File: src/source/cache_pkg.sv
package cache_pkg;

    localparam int ADDR_W      = 32;
    localparam int DATA_W      = 32;
    localparam int STRB_W      = 4;
    localparam int LINE_WORDS  = 4;
    localparam int SETS        = 16;
    localparam int OFFS_W      = 2;
    localparam int IDX_W       = 4;
    localparam int BYTE_OFFS_W = 2;

    // Byte and word offset together address one line
    localparam int LINE_OFFS_W = OFFS_W + BYTE_OFFS_W;
    localparam int TAG_W       = ADDR_W - IDX_W - LINE_OFFS_W;

    // AXI4 burst length field
    localparam int LEN_W       = 8;

    typedef struct packed {
        logic [ADDR_W-1:0] addr;
        logic              write;
        logic [DATA_W-1:0] wdata;
        logic [STRB_W-1:0] strb;
    } core_req_t;

    typedef struct packed {
        logic              req;
        logic [ADDR_W-1:0] addr;
        logic              write;
        logic [DATA_W-1:0] wdata;
        logic [STRB_W-1:0] strb;
        logic              burst;
    } cache_bus_req_t;

    typedef struct packed {
        logic              rd_valid;
        logic [DATA_W-1:0] rd_data;
        logic              rd_last;
        logic              wr_done;
    } cache_bus_rsp_t;

    typedef struct packed {
        logic              ar_valid;
        logic [ADDR_W-1:0] ar_addr;
        logic [LEN_W-1:0]  ar_len;
        logic              r_ready;
        logic              aw_valid;
        logic [ADDR_W-1:0] aw_addr;
        logic              w_valid;
        logic [DATA_W-1:0] w_data;
        logic [STRB_W-1:0] w_strb;
        logic              w_last;
        logic              b_ready;
    } axi_req_t;

    typedef struct packed {
        logic              ar_ready;
        logic              r_valid;
        logic [DATA_W-1:0] r_data;
        logic              r_last;
        logic              aw_ready;
        logic              w_ready;
        logic              b_valid;
    } axi_rsp_t;

    typedef enum logic [2:0] {
        IDLE,
        LOOKUP,
        REFILL,
        WRITE,
        RESPOND
    } cache_state_e;

endpackage

File: src/source/l1_cache_array.sv
`timescale 1ns/100ps

module l1_cache_array
    import cache_pkg::*;
(
    input  logic              clk,
    input  logic              rst,
    input  logic [ADDR_W-1:0] lookup_addr_i,
    output logic              hit_o,
    output logic [DATA_W-1:0] rdata_o,
    input  logic              refill_we_i,
    input  logic [OFFS_W-1:0] refill_offs_i,
    input  logic [DATA_W-1:0] refill_data_i,
    input  logic              refill_done_i,
    input  logic              store_we_i,
    input  logic [STRB_W-1:0] store_strb_i,
    input  logic [DATA_W-1:0] store_data_i
);

    logic [SETS-1:0]   valid_q;
    logic [TAG_W-1:0]  tag_q  [SETS];
    logic [DATA_W-1:0] data_q [SETS][LINE_WORDS];

    logic [IDX_W-1:0]  idx;
    logic [OFFS_W-1:0] offs;
    logic [TAG_W-1:0]  tag;

    // Address split into tag, set index and word offset
    assign offs = lookup_addr_i[BYTE_OFFS_W +: OFFS_W];
    assign idx  = lookup_addr_i[LINE_OFFS_W +: IDX_W];
    assign tag  = lookup_addr_i[ADDR_W-1 -: TAG_W];

    assign hit_o   = valid_q[idx] && (tag_q[idx] == tag);
    assign rdata_o = data_q[idx][offs];

    // Line stays invalid until its last beat lands
    always_ff @(posedge clk or negedge rst) begin
        if (!rst) begin
            valid_q <= '0;
        end else if (refill_done_i) begin
            valid_q[idx] <= 1'b1;
        end else if (refill_we_i) begin
            valid_q[idx] <= 1'b0;
        end
    end

    always_ff @(posedge clk) begin
        if (refill_we_i) begin
            tag_q[idx] <= tag;
        end
    end

    always_ff @(posedge clk) begin
        if (refill_we_i) begin
            data_q[idx][refill_offs_i] <= refill_data_i;
        end else if (store_we_i) begin
            for (int b = 0; b < STRB_W; b++) begin
                if (store_strb_i[b]) begin
                    data_q[idx][offs][b*8 +: 8] <= store_data_i[b*8 +: 8];
                end
            end
        end
    end

    // Refill and write-through never overlap, one bus transaction at a time
    a_no_dual_write: assert property (
        @(posedge clk) disable iff (!rst)
        !(refill_we_i && store_we_i)
    ) else $error("refill and store write in the same cycle");

endmodule

File: src/source/l1_cache_ctrl.sv
`timescale 1ns/100ps

module l1_cache_ctrl
    import cache_pkg::*;
(
    input  logic              clk,
    input  logic              rst,
    input  logic              core_valid_i,
    input  core_req_t         core_req_i,
    output logic              core_wait_o,
    output logic [DATA_W-1:0] core_rdata_o,
    input  logic              hit_i,
    input  logic [DATA_W-1:0] array_rdata_i,
    output logic              refill_we_o,
    output logic              refill_done_o,
    output logic              store_we_o,
    output cache_bus_req_t    bus_req_o,
    input  cache_bus_rsp_t    bus_rsp_i,
    output logic              cnt_clear_o,
    input  logic              cnt_last_i
);

    cache_state_e state_q;
    cache_state_e state_d;
    core_req_t    req_q;
    logic         bus_done;

    always_ff @(posedge clk or negedge rst) begin
        if (!rst) begin
            state_q <= IDLE;
        end else begin
            state_q <= state_d;
        end
    end

    // Request held here for the bus payload
    always_ff @(posedge clk) begin
        if (state_q == IDLE && core_valid_i) begin
            req_q <= core_req_i;
        end
    end

    always_comb begin
        state_d = state_q;
        case (state_q)
            IDLE: begin
                if (core_valid_i) begin
                    state_d = LOOKUP;
                end
            end
            LOOKUP: begin
                if (req_q.write) begin
                    state_d = WRITE;
                end else if (hit_i) begin
                    state_d = RESPOND;
                end else begin
                    state_d = REFILL;
                end
            end
            REFILL: begin
                if (bus_rsp_i.rd_valid && cnt_last_i) begin
                    state_d = RESPOND;
                end
            end
            WRITE: begin
                if (bus_rsp_i.wr_done) begin
                    state_d = RESPOND;
                end
            end
            RESPOND: begin
                state_d = IDLE;
            end
            default: begin
                state_d = IDLE;
            end
        endcase
    end

    // Wait follows the request level, released only in RESPOND
    assign core_wait_o  = core_valid_i && (state_q != RESPOND);
    assign core_rdata_o = array_rdata_i;

    assign cnt_clear_o   = (state_q == LOOKUP) && (state_d == REFILL);
    assign refill_we_o   = (state_q == REFILL) && bus_rsp_i.rd_valid;
    assign refill_done_o = refill_we_o && cnt_last_i;

    // No write allocate, only a hit line gets the new bytes
    assign store_we_o = (state_q == WRITE) && bus_rsp_i.wr_done && hit_i;

    always_comb begin
        bus_req_o.req   = (state_q == REFILL) || (state_q == WRITE);
        bus_req_o.burst = (state_q == REFILL);
        bus_req_o.write = (state_q == WRITE);
        bus_req_o.wdata = req_q.wdata;
        bus_req_o.strb  = req_q.strb;
        if (state_q == REFILL) begin
            bus_req_o.addr = {req_q.addr[ADDR_W-1:LINE_OFFS_W], {LINE_OFFS_W{1'b0}}};
        end else begin
            bus_req_o.addr = req_q.addr;
        end
    end

    assign bus_done = (bus_rsp_i.rd_valid && bus_rsp_i.rd_last) || bus_rsp_i.wr_done;

    // Request strobe only drops after the master reports completion
    a_req_held: assert property (
        @(posedge clk) disable iff (!rst)
        $fell(bus_req_o.req) |-> $past(bus_done)
    ) else $error("bus request dropped before completion");

endmodule

File: src/source/refill_counter.sv
`timescale 1ns/100ps

module refill_counter
    import cache_pkg::*;
(
    input  logic              clk,
    input  logic              rst,
    input  logic              clear_i,
    input  logic              beat_i,
    input  logic              beat_last_i,
    output logic [OFFS_W-1:0] offs_o,
    output logic              last_o
);

    logic [OFFS_W-1:0] cnt_q;

    always_ff @(posedge clk or negedge rst) begin
        if (!rst) begin
            cnt_q <= '0;
        end else if (clear_i) begin
            cnt_q <= '0;
        end else if (beat_i) begin
            cnt_q <= cnt_q + 1'b1;
        end
    end

    assign offs_o = cnt_q;
    assign last_o = (cnt_q == OFFS_W'(LINE_WORDS - 1));

    // Bus last must land on the fourth beat, not earlier or later
    a_last_match: assert property (
        @(posedge clk) disable iff (!rst)
        beat_i |-> (beat_last_i == last_o)
    ) else $error("r_last %0b while counter last %0b", beat_last_i, last_o);

    a_no_wrap: assert property (
        @(posedge clk) disable iff (!rst)
        (beat_i && last_o) |=> (!beat_i until clear_i)
    ) else $error("refill beat after last without clear");

endmodule

File: src/source/axi_master.sv
`timescale 1ns/100ps

module axi_master
    import cache_pkg::*;
(
    input  logic           clk,
    input  logic           rst,
    input  cache_bus_req_t bus_req_i,
    output cache_bus_rsp_t bus_rsp_o,
    output axi_req_t       axi_req_o,
    input  axi_rsp_t       axi_rsp_i
);

    logic              busy_q;
    logic              addr_done_q;
    logic              data_done_q;
    logic              write_q;
    logic              burst_q;
    logic [ADDR_W-1:0] addr_q;
    logic [DATA_W-1:0] wdata_q;
    logic [STRB_W-1:0] strb_q;

    logic start;
    logic ar_hs;
    logic r_hs;
    logic aw_hs;
    logic w_hs;
    logic b_hs;

    assign start = bus_req_i.req && !busy_q;

    // Channel valids derive from the phase flags
    assign axi_req_o.ar_valid = busy_q && !write_q && !addr_done_q;
    assign axi_req_o.ar_addr  = addr_q;
    assign axi_req_o.ar_len   = burst_q ? LEN_W'(LINE_WORDS - 1) : '0;
    assign axi_req_o.r_ready  = busy_q && !write_q && addr_done_q;
    assign axi_req_o.aw_valid = busy_q && write_q && !addr_done_q;
    assign axi_req_o.aw_addr  = addr_q;
    assign axi_req_o.w_valid  = busy_q && write_q && !data_done_q;
    assign axi_req_o.w_data   = wdata_q;
    assign axi_req_o.w_strb   = strb_q;
    assign axi_req_o.w_last   = 1'b1;
    assign axi_req_o.b_ready  = busy_q && write_q && addr_done_q && data_done_q;

    assign ar_hs = axi_req_o.ar_valid && axi_rsp_i.ar_ready;
    assign r_hs  = axi_req_o.r_ready && axi_rsp_i.r_valid;
    assign aw_hs = axi_req_o.aw_valid && axi_rsp_i.aw_ready;
    assign w_hs  = axi_req_o.w_valid && axi_rsp_i.w_ready;
    assign b_hs  = axi_req_o.b_ready && axi_rsp_i.b_valid;

    always_ff @(posedge clk or negedge rst) begin
        if (!rst) begin
            busy_q      <= 1'b0;
            addr_done_q <= 1'b0;
            data_done_q <= 1'b0;
        end else if (start) begin
            busy_q <= 1'b1;
        end else if ((r_hs && axi_rsp_i.r_last) || b_hs) begin
            busy_q      <= 1'b0;
            addr_done_q <= 1'b0;
            data_done_q <= 1'b0;
        end else begin
            if (ar_hs || aw_hs) begin
                addr_done_q <= 1'b1;
            end
            if (w_hs) begin
                data_done_q <= 1'b1;
            end
        end
    end

    // Payload latched once so AXI fields stay put while valid waits
    always_ff @(posedge clk) begin
        if (start) begin
            write_q <= bus_req_i.write;
            burst_q <= bus_req_i.burst;
            addr_q  <= bus_req_i.addr;
            wdata_q <= bus_req_i.wdata;
            strb_q  <= bus_req_i.strb;
        end
    end

    assign bus_rsp_o.rd_valid = r_hs;
    assign bus_rsp_o.rd_data  = axi_rsp_i.r_data;
    assign bus_rsp_o.rd_last  = axi_rsp_i.r_last;
    assign bus_rsp_o.wr_done  = b_hs;

    // AR carries the address the controller still holds
    a_ar_stable: assert property (
        @(posedge clk) disable iff (!rst)
        axi_req_o.ar_valid |-> (bus_req_i.req && axi_req_o.ar_addr == bus_req_i.addr)
    ) else $error("ar_addr left the held bus request while ar_valid waited");

endmodule

File: src/source/cpu_mem_wrapper.sv
`timescale 1ns/100ps

module cpu_mem_wrapper
    import cache_pkg::*;
(
    input  logic              clk,
    input  logic              rst,
    input  logic              core_valid_i,
    input  core_req_t         core_req_i,
    output logic              core_wait_o,
    output logic [DATA_W-1:0] core_rdata_o,
    output axi_req_t          axi_req_o,
    input  axi_rsp_t          axi_rsp_i
);

    cache_bus_req_t    bus_req;
    cache_bus_rsp_t    bus_rsp;
    logic              hit;
    logic [DATA_W-1:0] array_rdata;
    logic              refill_we;
    logic              refill_done;
    logic              store_we;
    logic              cnt_clear;
    logic              cnt_last;
    logic [OFFS_W-1:0] cnt_offs;

    l1_cache_ctrl u_ctrl (
        .clk           (clk         ),
        .rst           (rst         ),
        .core_valid_i  (core_valid_i),
        .core_req_i    (core_req_i  ),
        .core_wait_o   (core_wait_o ),
        .core_rdata_o  (core_rdata_o),
        .hit_i         (hit         ),
        .array_rdata_i (array_rdata ),
        .refill_we_o   (refill_we   ),
        .refill_done_o (refill_done ),
        .store_we_o    (store_we    ),
        .bus_req_o     (bus_req     ),
        .bus_rsp_i     (bus_rsp     ),
        .cnt_clear_o   (cnt_clear   ),
        .cnt_last_i    (cnt_last    )
    );

    // Core holds its address for the whole access, so lookup uses it directly
    l1_cache_array u_array (
        .clk           (clk            ),
        .rst           (rst            ),
        .lookup_addr_i (core_req_i.addr),
        .hit_o         (hit            ),
        .rdata_o       (array_rdata    ),
        .refill_we_i   (refill_we      ),
        .refill_offs_i (cnt_offs       ),
        .refill_data_i (bus_rsp.rd_data),
        .refill_done_i (refill_done    ),
        .store_we_i    (store_we       ),
        .store_strb_i  (bus_req.strb   ),
        .store_data_i  (bus_req.wdata  )
    );

    refill_counter u_cnt (
        .clk         (clk             ),
        .rst         (rst             ),
        .clear_i     (cnt_clear       ),
        .beat_i      (bus_rsp.rd_valid),
        .beat_last_i (bus_rsp.rd_last ),
        .offs_o      (cnt_offs        ),
        .last_o      (cnt_last        )
    );

    axi_master u_master (
        .clk       (clk      ),
        .rst       (rst      ),
        .bus_req_i (bus_req  ),
        .bus_rsp_o (bus_rsp  ),
        .axi_req_o (axi_req_o),
        .axi_rsp_i (axi_rsp_i)
    );

endmodule

File: config.mk
export PLATFORM = sky130hd
export DESIGN_NAME = cpu_mem_wrapper
export DESIGN_NICKNAME = d
export VERILOG_FILES = /design/src/source/cache_pkg.sv /design/src/source/l1_cache_array.sv /design/src/source/l1_cache_ctrl.sv /design/src/source/refill_counter.sv /design/src/source/axi_master.sv /design/src/source/cpu_mem_wrapper.sv
export SDC_FILE = /design/constraint.sdc
export NUM_CORES = 2
export LEC_CHECK = 0
export BUFFER_PORTS_ARGS = -buffer_cell sky130_fd_sc_hd__clkbuf_2
export CAP_MARGIN = 0
export CORE_UTILIZATION = 50
export DETAILED_ROUTE_END_ITERATION = 16
export PLACE_DENSITY = 0.72
export SYNTH_ARGS = -nofsm -noshare
export SYNTH_HDL_FRONTEND = slang
export SYNTH_SLANG_ARGS = --single-unit
File: constraint.sdc
create_clock -name clk -period 10.41 [get_ports clk]
set_clock_uncertainty 0.15 [all_clocks]
set_input_delay 1.041 -clock clk [delete_from_list [all_inputs] [get_ports clk]]
set_output_delay 1.041 -clock clk [all_outputs]
set_load 0.01 [all_outputs]
* Word level (Yosys, flattened, before mapping)
Memory sizes are Yosys's and may differ from the RTL's.
Cells that the tools add are included.
** Word-level totals
- Output and inout port bits :: 147
- Bits in registers :: 163
- Logic and storage cells :: 1157
- Memories :: 2
- Input port bits :: 110
- RAM bits :: 2432
** Memories
- u_array.data_q :: depth 16, width 128, read ports 1, clocked after memory_dff 0, wr ports 1, line l1_cache_array.sv:22 : logic [DATA_W-1:0] data_q [SETS][LINE_WORDS];
- u_array.tag_q :: depth 16, width 24, read ports 1, clocked after memory_dff 0, wr ports 1, line l1_cache_array.sv:21 : logic [TAG_W-1:0] tag_q [SETS];
** Cells by class
- Muxes and demuxes :: 565
- Order comparisons :: 6
- Add/subtract/negate cells :: 1
- Equality and inequality tests :: 7
- Bitwise logic cells :: 518
- Reduce and logical (&&, ||, !) cells :: 42
** Operators by type and width (number)
- 128-bit two-way mux :: 5
- 1-bit two-way mux :: 534
- 1-bit bitwise OR :: 512
- 32-bit demux with 2-bit select :: 5
- 32-bit two-way mux :: 4
- 32-bit binary-select mux with 2-bit select :: 1
- 16-bit two-way mux :: 3
- 1-bit logical AND :: 27
- 24-bit equality test :: 1
- 24-bit two-way mux :: 1
- 16-bit bitwise AND :: 1
- 16-bit inverter :: 1
- 16-bit bitwise OR :: 1
- 3-bit two-way mux :: 5
- 3-bit case mux with 4 select lines :: 1
- 2-bit nonzero test :: 5
- 3-bit by 2-bit equality test with 1-bit output (second input constant) :: 3
- 8-bit two-way mux :: 1
- 3-bit >= comparator (second input constant) :: 2
- 3-bit by 1-bit < comparator with 1-bit output (second input constant) :: 2
- 2-bit two-way mux :: 3
- 2-bit inverter with 3-bit output :: 2
- 4-bit by 5-bit < comparator with 1-bit output (second input constant) :: 1
- 1-bit binary-select mux with 4-bit select :: 1
- other kinds (11) :: 17

* Depth between registers and ports, before layout
- Word-level depth :: 13
- Gate-level depth with buffers :: 17

* Cells and area by module
A second synthesis with hierarchy kept.
** Second synthesis, totals
- Cells, all modules :: 4523
- Area total of the unflattened synthesis :: 102057.9 µm²
** Modules (own cells, without submodules)
- l1_cache_array :: times used 1, sequential area each 73430.4 µm², area each 96044.6 µm², cells each 4152
- l1_cache_ctrl :: times used 1, sequential area each 2147.1 µm², area each 3044.2 µm², cells each 195
- axi_master :: times used 1, sequential area each 2177.1 µm², area each 2880.3 µm², cells each 169
- refill_counter :: times used 1, sequential area each 50.0 µm², area each 88.8 µm², cells each 7

* Worst setup path after synthesis
Ideal clock, no wire load.
- Kind :: in2reg
- From :: input core_valid_i
- To :: register u_ctrl.req_q, in the netlist u_ctrl.bus_req_o[10] (enable)
- Stages on the path :: 1
- Slack :: 1.541 ns
- Buffers on the path :: 0
- Arrival time :: 8.028 ns
- Path through :: nor4b_1
** On the way
- Word-level cells in the longest chain between the ends :: 1
** Ends and longest elaborated chain
- start: declaration :: line cpu_mem_wrapper.sv:8 : input logic core_valid_i,
- 1-bit logical AND :: line l1_cache_ctrl.sv:38 : if (state_q == IDLE && core_valid_i) begin
- end signal: assignment :: line l1_cache_ctrl.sv:39 : req_q <= core_req_i;
- end: declaration :: line l1_cache_ctrl.sv:25 : core_req_t req_q;
No other way between the ends.
A chain may end at the register's enable or synchronous reset.

* Worst setup path in the final report
- From :: input core_req_i[41] (netlist bit)
- To :: output core_rdata_o[7]
** On the way
- Word-level cells in the longest chain between the ends :: 4
** Ends and longest elaborated chain
- start: declaration :: line cpu_mem_wrapper.sv:9 : input core_req_t core_req_i,
- memory 16 x 128 bit
- 32-bit binary-select mux with 2-bit select :: line l1_cache_array.sv:34 : assign rdata_o = data_q[idx][offs];
- 32-bit two-way mux (not written as such) (2 in series) :: line l1_cache_array.sv:34
- end: declaration :: line cpu_mem_wrapper.sv:11 : output logic [DATA_W-1:0] core_rdata_o,
No other way between the ends. The select of a mux whose other input is x is not followed.

==> results.sh <==
export IMPL_cp_end_kind="primary output"
export IMPL_die_area_um2=206000
export IMPL_synthXorXnorAreaFrac_pct=0.257
export IMPL_synth_compound_area_share_pct=1.79
export IMPL_grt_usage_pct=24.5
export IMPL_p_sw_mw=5.02
export IMPL_synth_cell_types=67
export IMPL_cts_tree="yes"
export IMPL_multiInputGateArea_um2=23000
export IMPL_synth_top_area_share_pct=75.5
export IMPL_fp_dieW_um=454
export IMPL_rsz0062_at_grt="false"
export IMPL_startpoint="core_req_i[41]"
export IMPL_synthTopCellsByCount="edfxtp_1 (2571), mux4_2 (756), a21oi_1 (241)"
export IMPL_wl_um=252000
export IMPL_rr_startpoint="u_array.tag_q[7][5]"
export IMPL_yosysMostFrequentCell="edfxtp_1"
export IMPL_postSynth_asyncResetShare_pct=0.925
export IMPL_synth_area_top_cells="edfxtp_1 (75%), mux4_2 (17%), mux2_2 (1.5%), a21oi_1 (1.2%), dfrtp_1 (0.59%)"
export IMPL_synth_edf_count=2571
export IMPL_switching_share_pct=22.1
export IMPL_p_int_mw=17.7
export IMPL_overflow=0
export IMPL_post_cts_buffers=0
export IMPL_startpoint_type="primary input"
export IMPL_yosysSeqAreaShare_pct=76.1
export IMPL_drv_cap=0
export IMPL_drtIter0Drc=6210
export IMPL_grt_pass1_wl_um=360000
export IMPL_postSynthCellCount=4436
export IMPL_synthMuxAreaShare_pct=19.0
export IMPL_drive_gt1_share_pct=34.0
export IMPL_whs_path_depth=1
export IMPL_cp_max_fo=63
export IMPL_reg2regPathDepth=9
export IMPL_p_seq_share_pct=52.0
export IMPL_fp_coreArea_um2=203000
export IMPL_relSlewSlack_pct=20.2
export IMPL_required_ns=9.22
export IMPL_final_max_slew_viol_count=0
export IMPL_post_cts_resized=0
export IMPL_cts_buffer_depth=4
export IMPL_outcome="complete, no violations"
export IMPL_routedWlPerCell_um=33.1
export IMPL_power_frac_clock_pct=41.6
export IMPL_first_pass_iters=8
export IMPL_grt_pass1_vias=48900
export IMPL_syn_cell_area_um2=102000
export IMPL_die_height_um=454
export IMPL_syn_avg_cell_area_um2=23.1
export IMPL_synth_ff_type="edfxtp_1"
export IMPL_drt_drc_violations_left=0
export IMPL_fmaxAchievable_mhz=144
export IMPL_hp_start="core_req_i[21]"
export IMPL_synth_fa_ha_area_share_pct=0.0489
export IMPL_synth_top_area_cell="edfxtp_1"
export IMPL_r2r_setup_slack_ns=4.86
export IMPL_antenna_left=0
export IMPL_period_needed_ns=6.96
export IMPL_area_sequential_um2=77800
export IMPL_vias=49000
export IMPL_pin_count=257
export IMPL_ys_seq_elements=2595
export IMPL_synth_top_family_by_area="multiplexers"
export IMPL_numPortBuffers=249
export IMPL_initial_core_util_pct=50.4
export IMPL_fin_util_pct=56.5
export IMPL_synthToLayoutAreaGrowth_pct=12.1
export IMPL_comb_power_share_pct=6.4
export IMPL_tightest_slew_ns=1.20
export IMPL_final_setup_tns_ns=0
export IMPL_powerDensity_nw_per_um2=198
export IMPL_hp_class="primary input to flip-flop"
export IMPL_h_tree_depth=5
export IMPL_grt_max_degree=165
export IMPL_finalHoldViolCount=0
export IMPL_gp_congestion=0.893
export IMPL_cts_made_buffers=280
export IMPL_fin_crit_sh_pct=66.9
export IMPL_irDropWorstVdd_v=0.000259
export IMPL_antenna_found_initial=18
export IMPL_dp_hpwl_um=154000
export IMPL_crit_arrival_ns=5.77
export IMPL_clkLatencyLatePin_ns=0.93
export IMPL_fillers=14400
export IMPL_rows=165
export IMPL_clk_pin_slew_ns=0.06
export IMPL_critical_path_class="primary input to primary output"
export IMPL_r2r_end="u_array.data_q[7][125]"
export IMPL_root_buffer="clkbuf_16"
export IMPL_fin_nets=4834
export IMPL_synth_simple_area_share_pct=1.10
export IMPL_min_to="u_ctrl.bus_req_o[22]"
export IMPL_cts_num_sinks=2595
export IMPL_finalSetupViolations=0
export IMPL_via_per_inst=6.45
export IMPL_p_leak_nw=36.0
export IMPL_ys_warnings_count=0
-- final cells by class --
type	count	share of cell area [%]
Multi-Input combinational cell	1519	20.1
Inverter	13	0.0426
Sequential cell	2595	67.9
Clock buffer	333	6.47
Antenna cell	11	0.0240
Timing Repair Buffer	311	1.60
Clock inverter	141	1.01
Tap cell	2672	2.92
-- cells by family after synthesis --
group | count (synthesis)
fa+ha+maj | 4
buf+inv | 327
xor+xnor | 30
simple gates | 190
other cells | 2
compound gates | 316
mux | 972
flops | 2595
-- worst max-delay path by stage --
stage	slack [ns]	cells after the start	end
3_5_place_dp	3.10	9	u_array.data_q[0][84]
5_1_grt	3.11	8	core_rdata_o[7]
4_1_cts	3.36	8	core_rdata_o[7]
2_1_floorplan	1.54	1	u_ctrl.bus_req_o[10]
3_3_place_gp	3.18	9	u_array.data_q[6][117]
6_report	3.45	8	core_rdata_o[7]
-- per-layer routing --
layer | up-vias | GRT usage [%] | wire, um
met4 | 12 | 10.0 | 10500
met3 | 561 | 4.91 | 24100
met2 | 2997 | 38.8 | 122000
met1 | 25900 | 33.8 | 94700
li1 | 19400 | - | -
met5 | - | 0 | 84
-- metrics by stage --
step                cell area, um^2  hold slack [ns]  power [mW]  setup WS (ns)  cells
floorplan                    102000            0.250        12.9           1.54   4441
global placement             106000            0.251        13.5           3.18   7109
global route                 115000            0.105        23.3           3.11   7590
finish                       115000            0.130        22.7           3.45   7595
CTS                          115000           0.0778        22.8           3.36   7584
detailed placement           106000            0.255        13.5           3.10   7109
-- power by group through the flow --
| stage | clock (mW) | sequential (mW) | combinational, mW |
|---|---|---|---|
| detailed placement | 0 | 12.0 | 1.46 |
| finish | 9.46 | 11.8 | 1.46 |
| global placement | 0 | 12.0 | 1.44 |
| global route | 9.92 | 11.8 | 1.54 |
| floorplan | 0 | 12.0 | 0.849 |
| CTS | 9.53 | 11.8 | 1.47 |
-- registers in the layout (all words and copies together), names as in the netlist, named ones only --
register and count:
u_array.data_q 2048, u_array.tag_q 384, u_ctrl.bus_req_o 36, u_ctrl.req_q 33, u_master.addr_q 32, u_master.wdata_q 32
u_master.strb_q 4, u_ctrl.state_q 3, u_cnt.offs_o 2, u_master.addr_done_q 1, u_master.burst_q 1, u_master.busy_q 1
u_master.data_done_q 1, u_master.write_q 1
-- critical path: stages --
cell	delay, ns
buf_8	0.47
buf_4	0.85
buf_4	0.74
buf_4	0.67
mux4_2	0.61
mux4_2	0.54
mux4_2	0.49
clkbuf_2	0.19
-- timing repair --
action                                  CTS  global route
hold buffers                              1             0
endpoints found under the setup margin    0             0
hold endpoints to repair                 24             0
-- placed cells by master, fill, tap and decap left out, drive strengths merged, types with 12 or more instances in the layout --
cell type     n
clkinv      105
inv          22
clkbuf      577
mux4        756
dfrtp        24
buf          66
nand4        17
mux2i        58
and3         17
nand2        41
xnor2        21
mux2        158
edfxtp     2571
nor2         54
nand2b       12
bufinv       18
nor2b        14
a21oi       257
(Power assumes the default switching activity.)
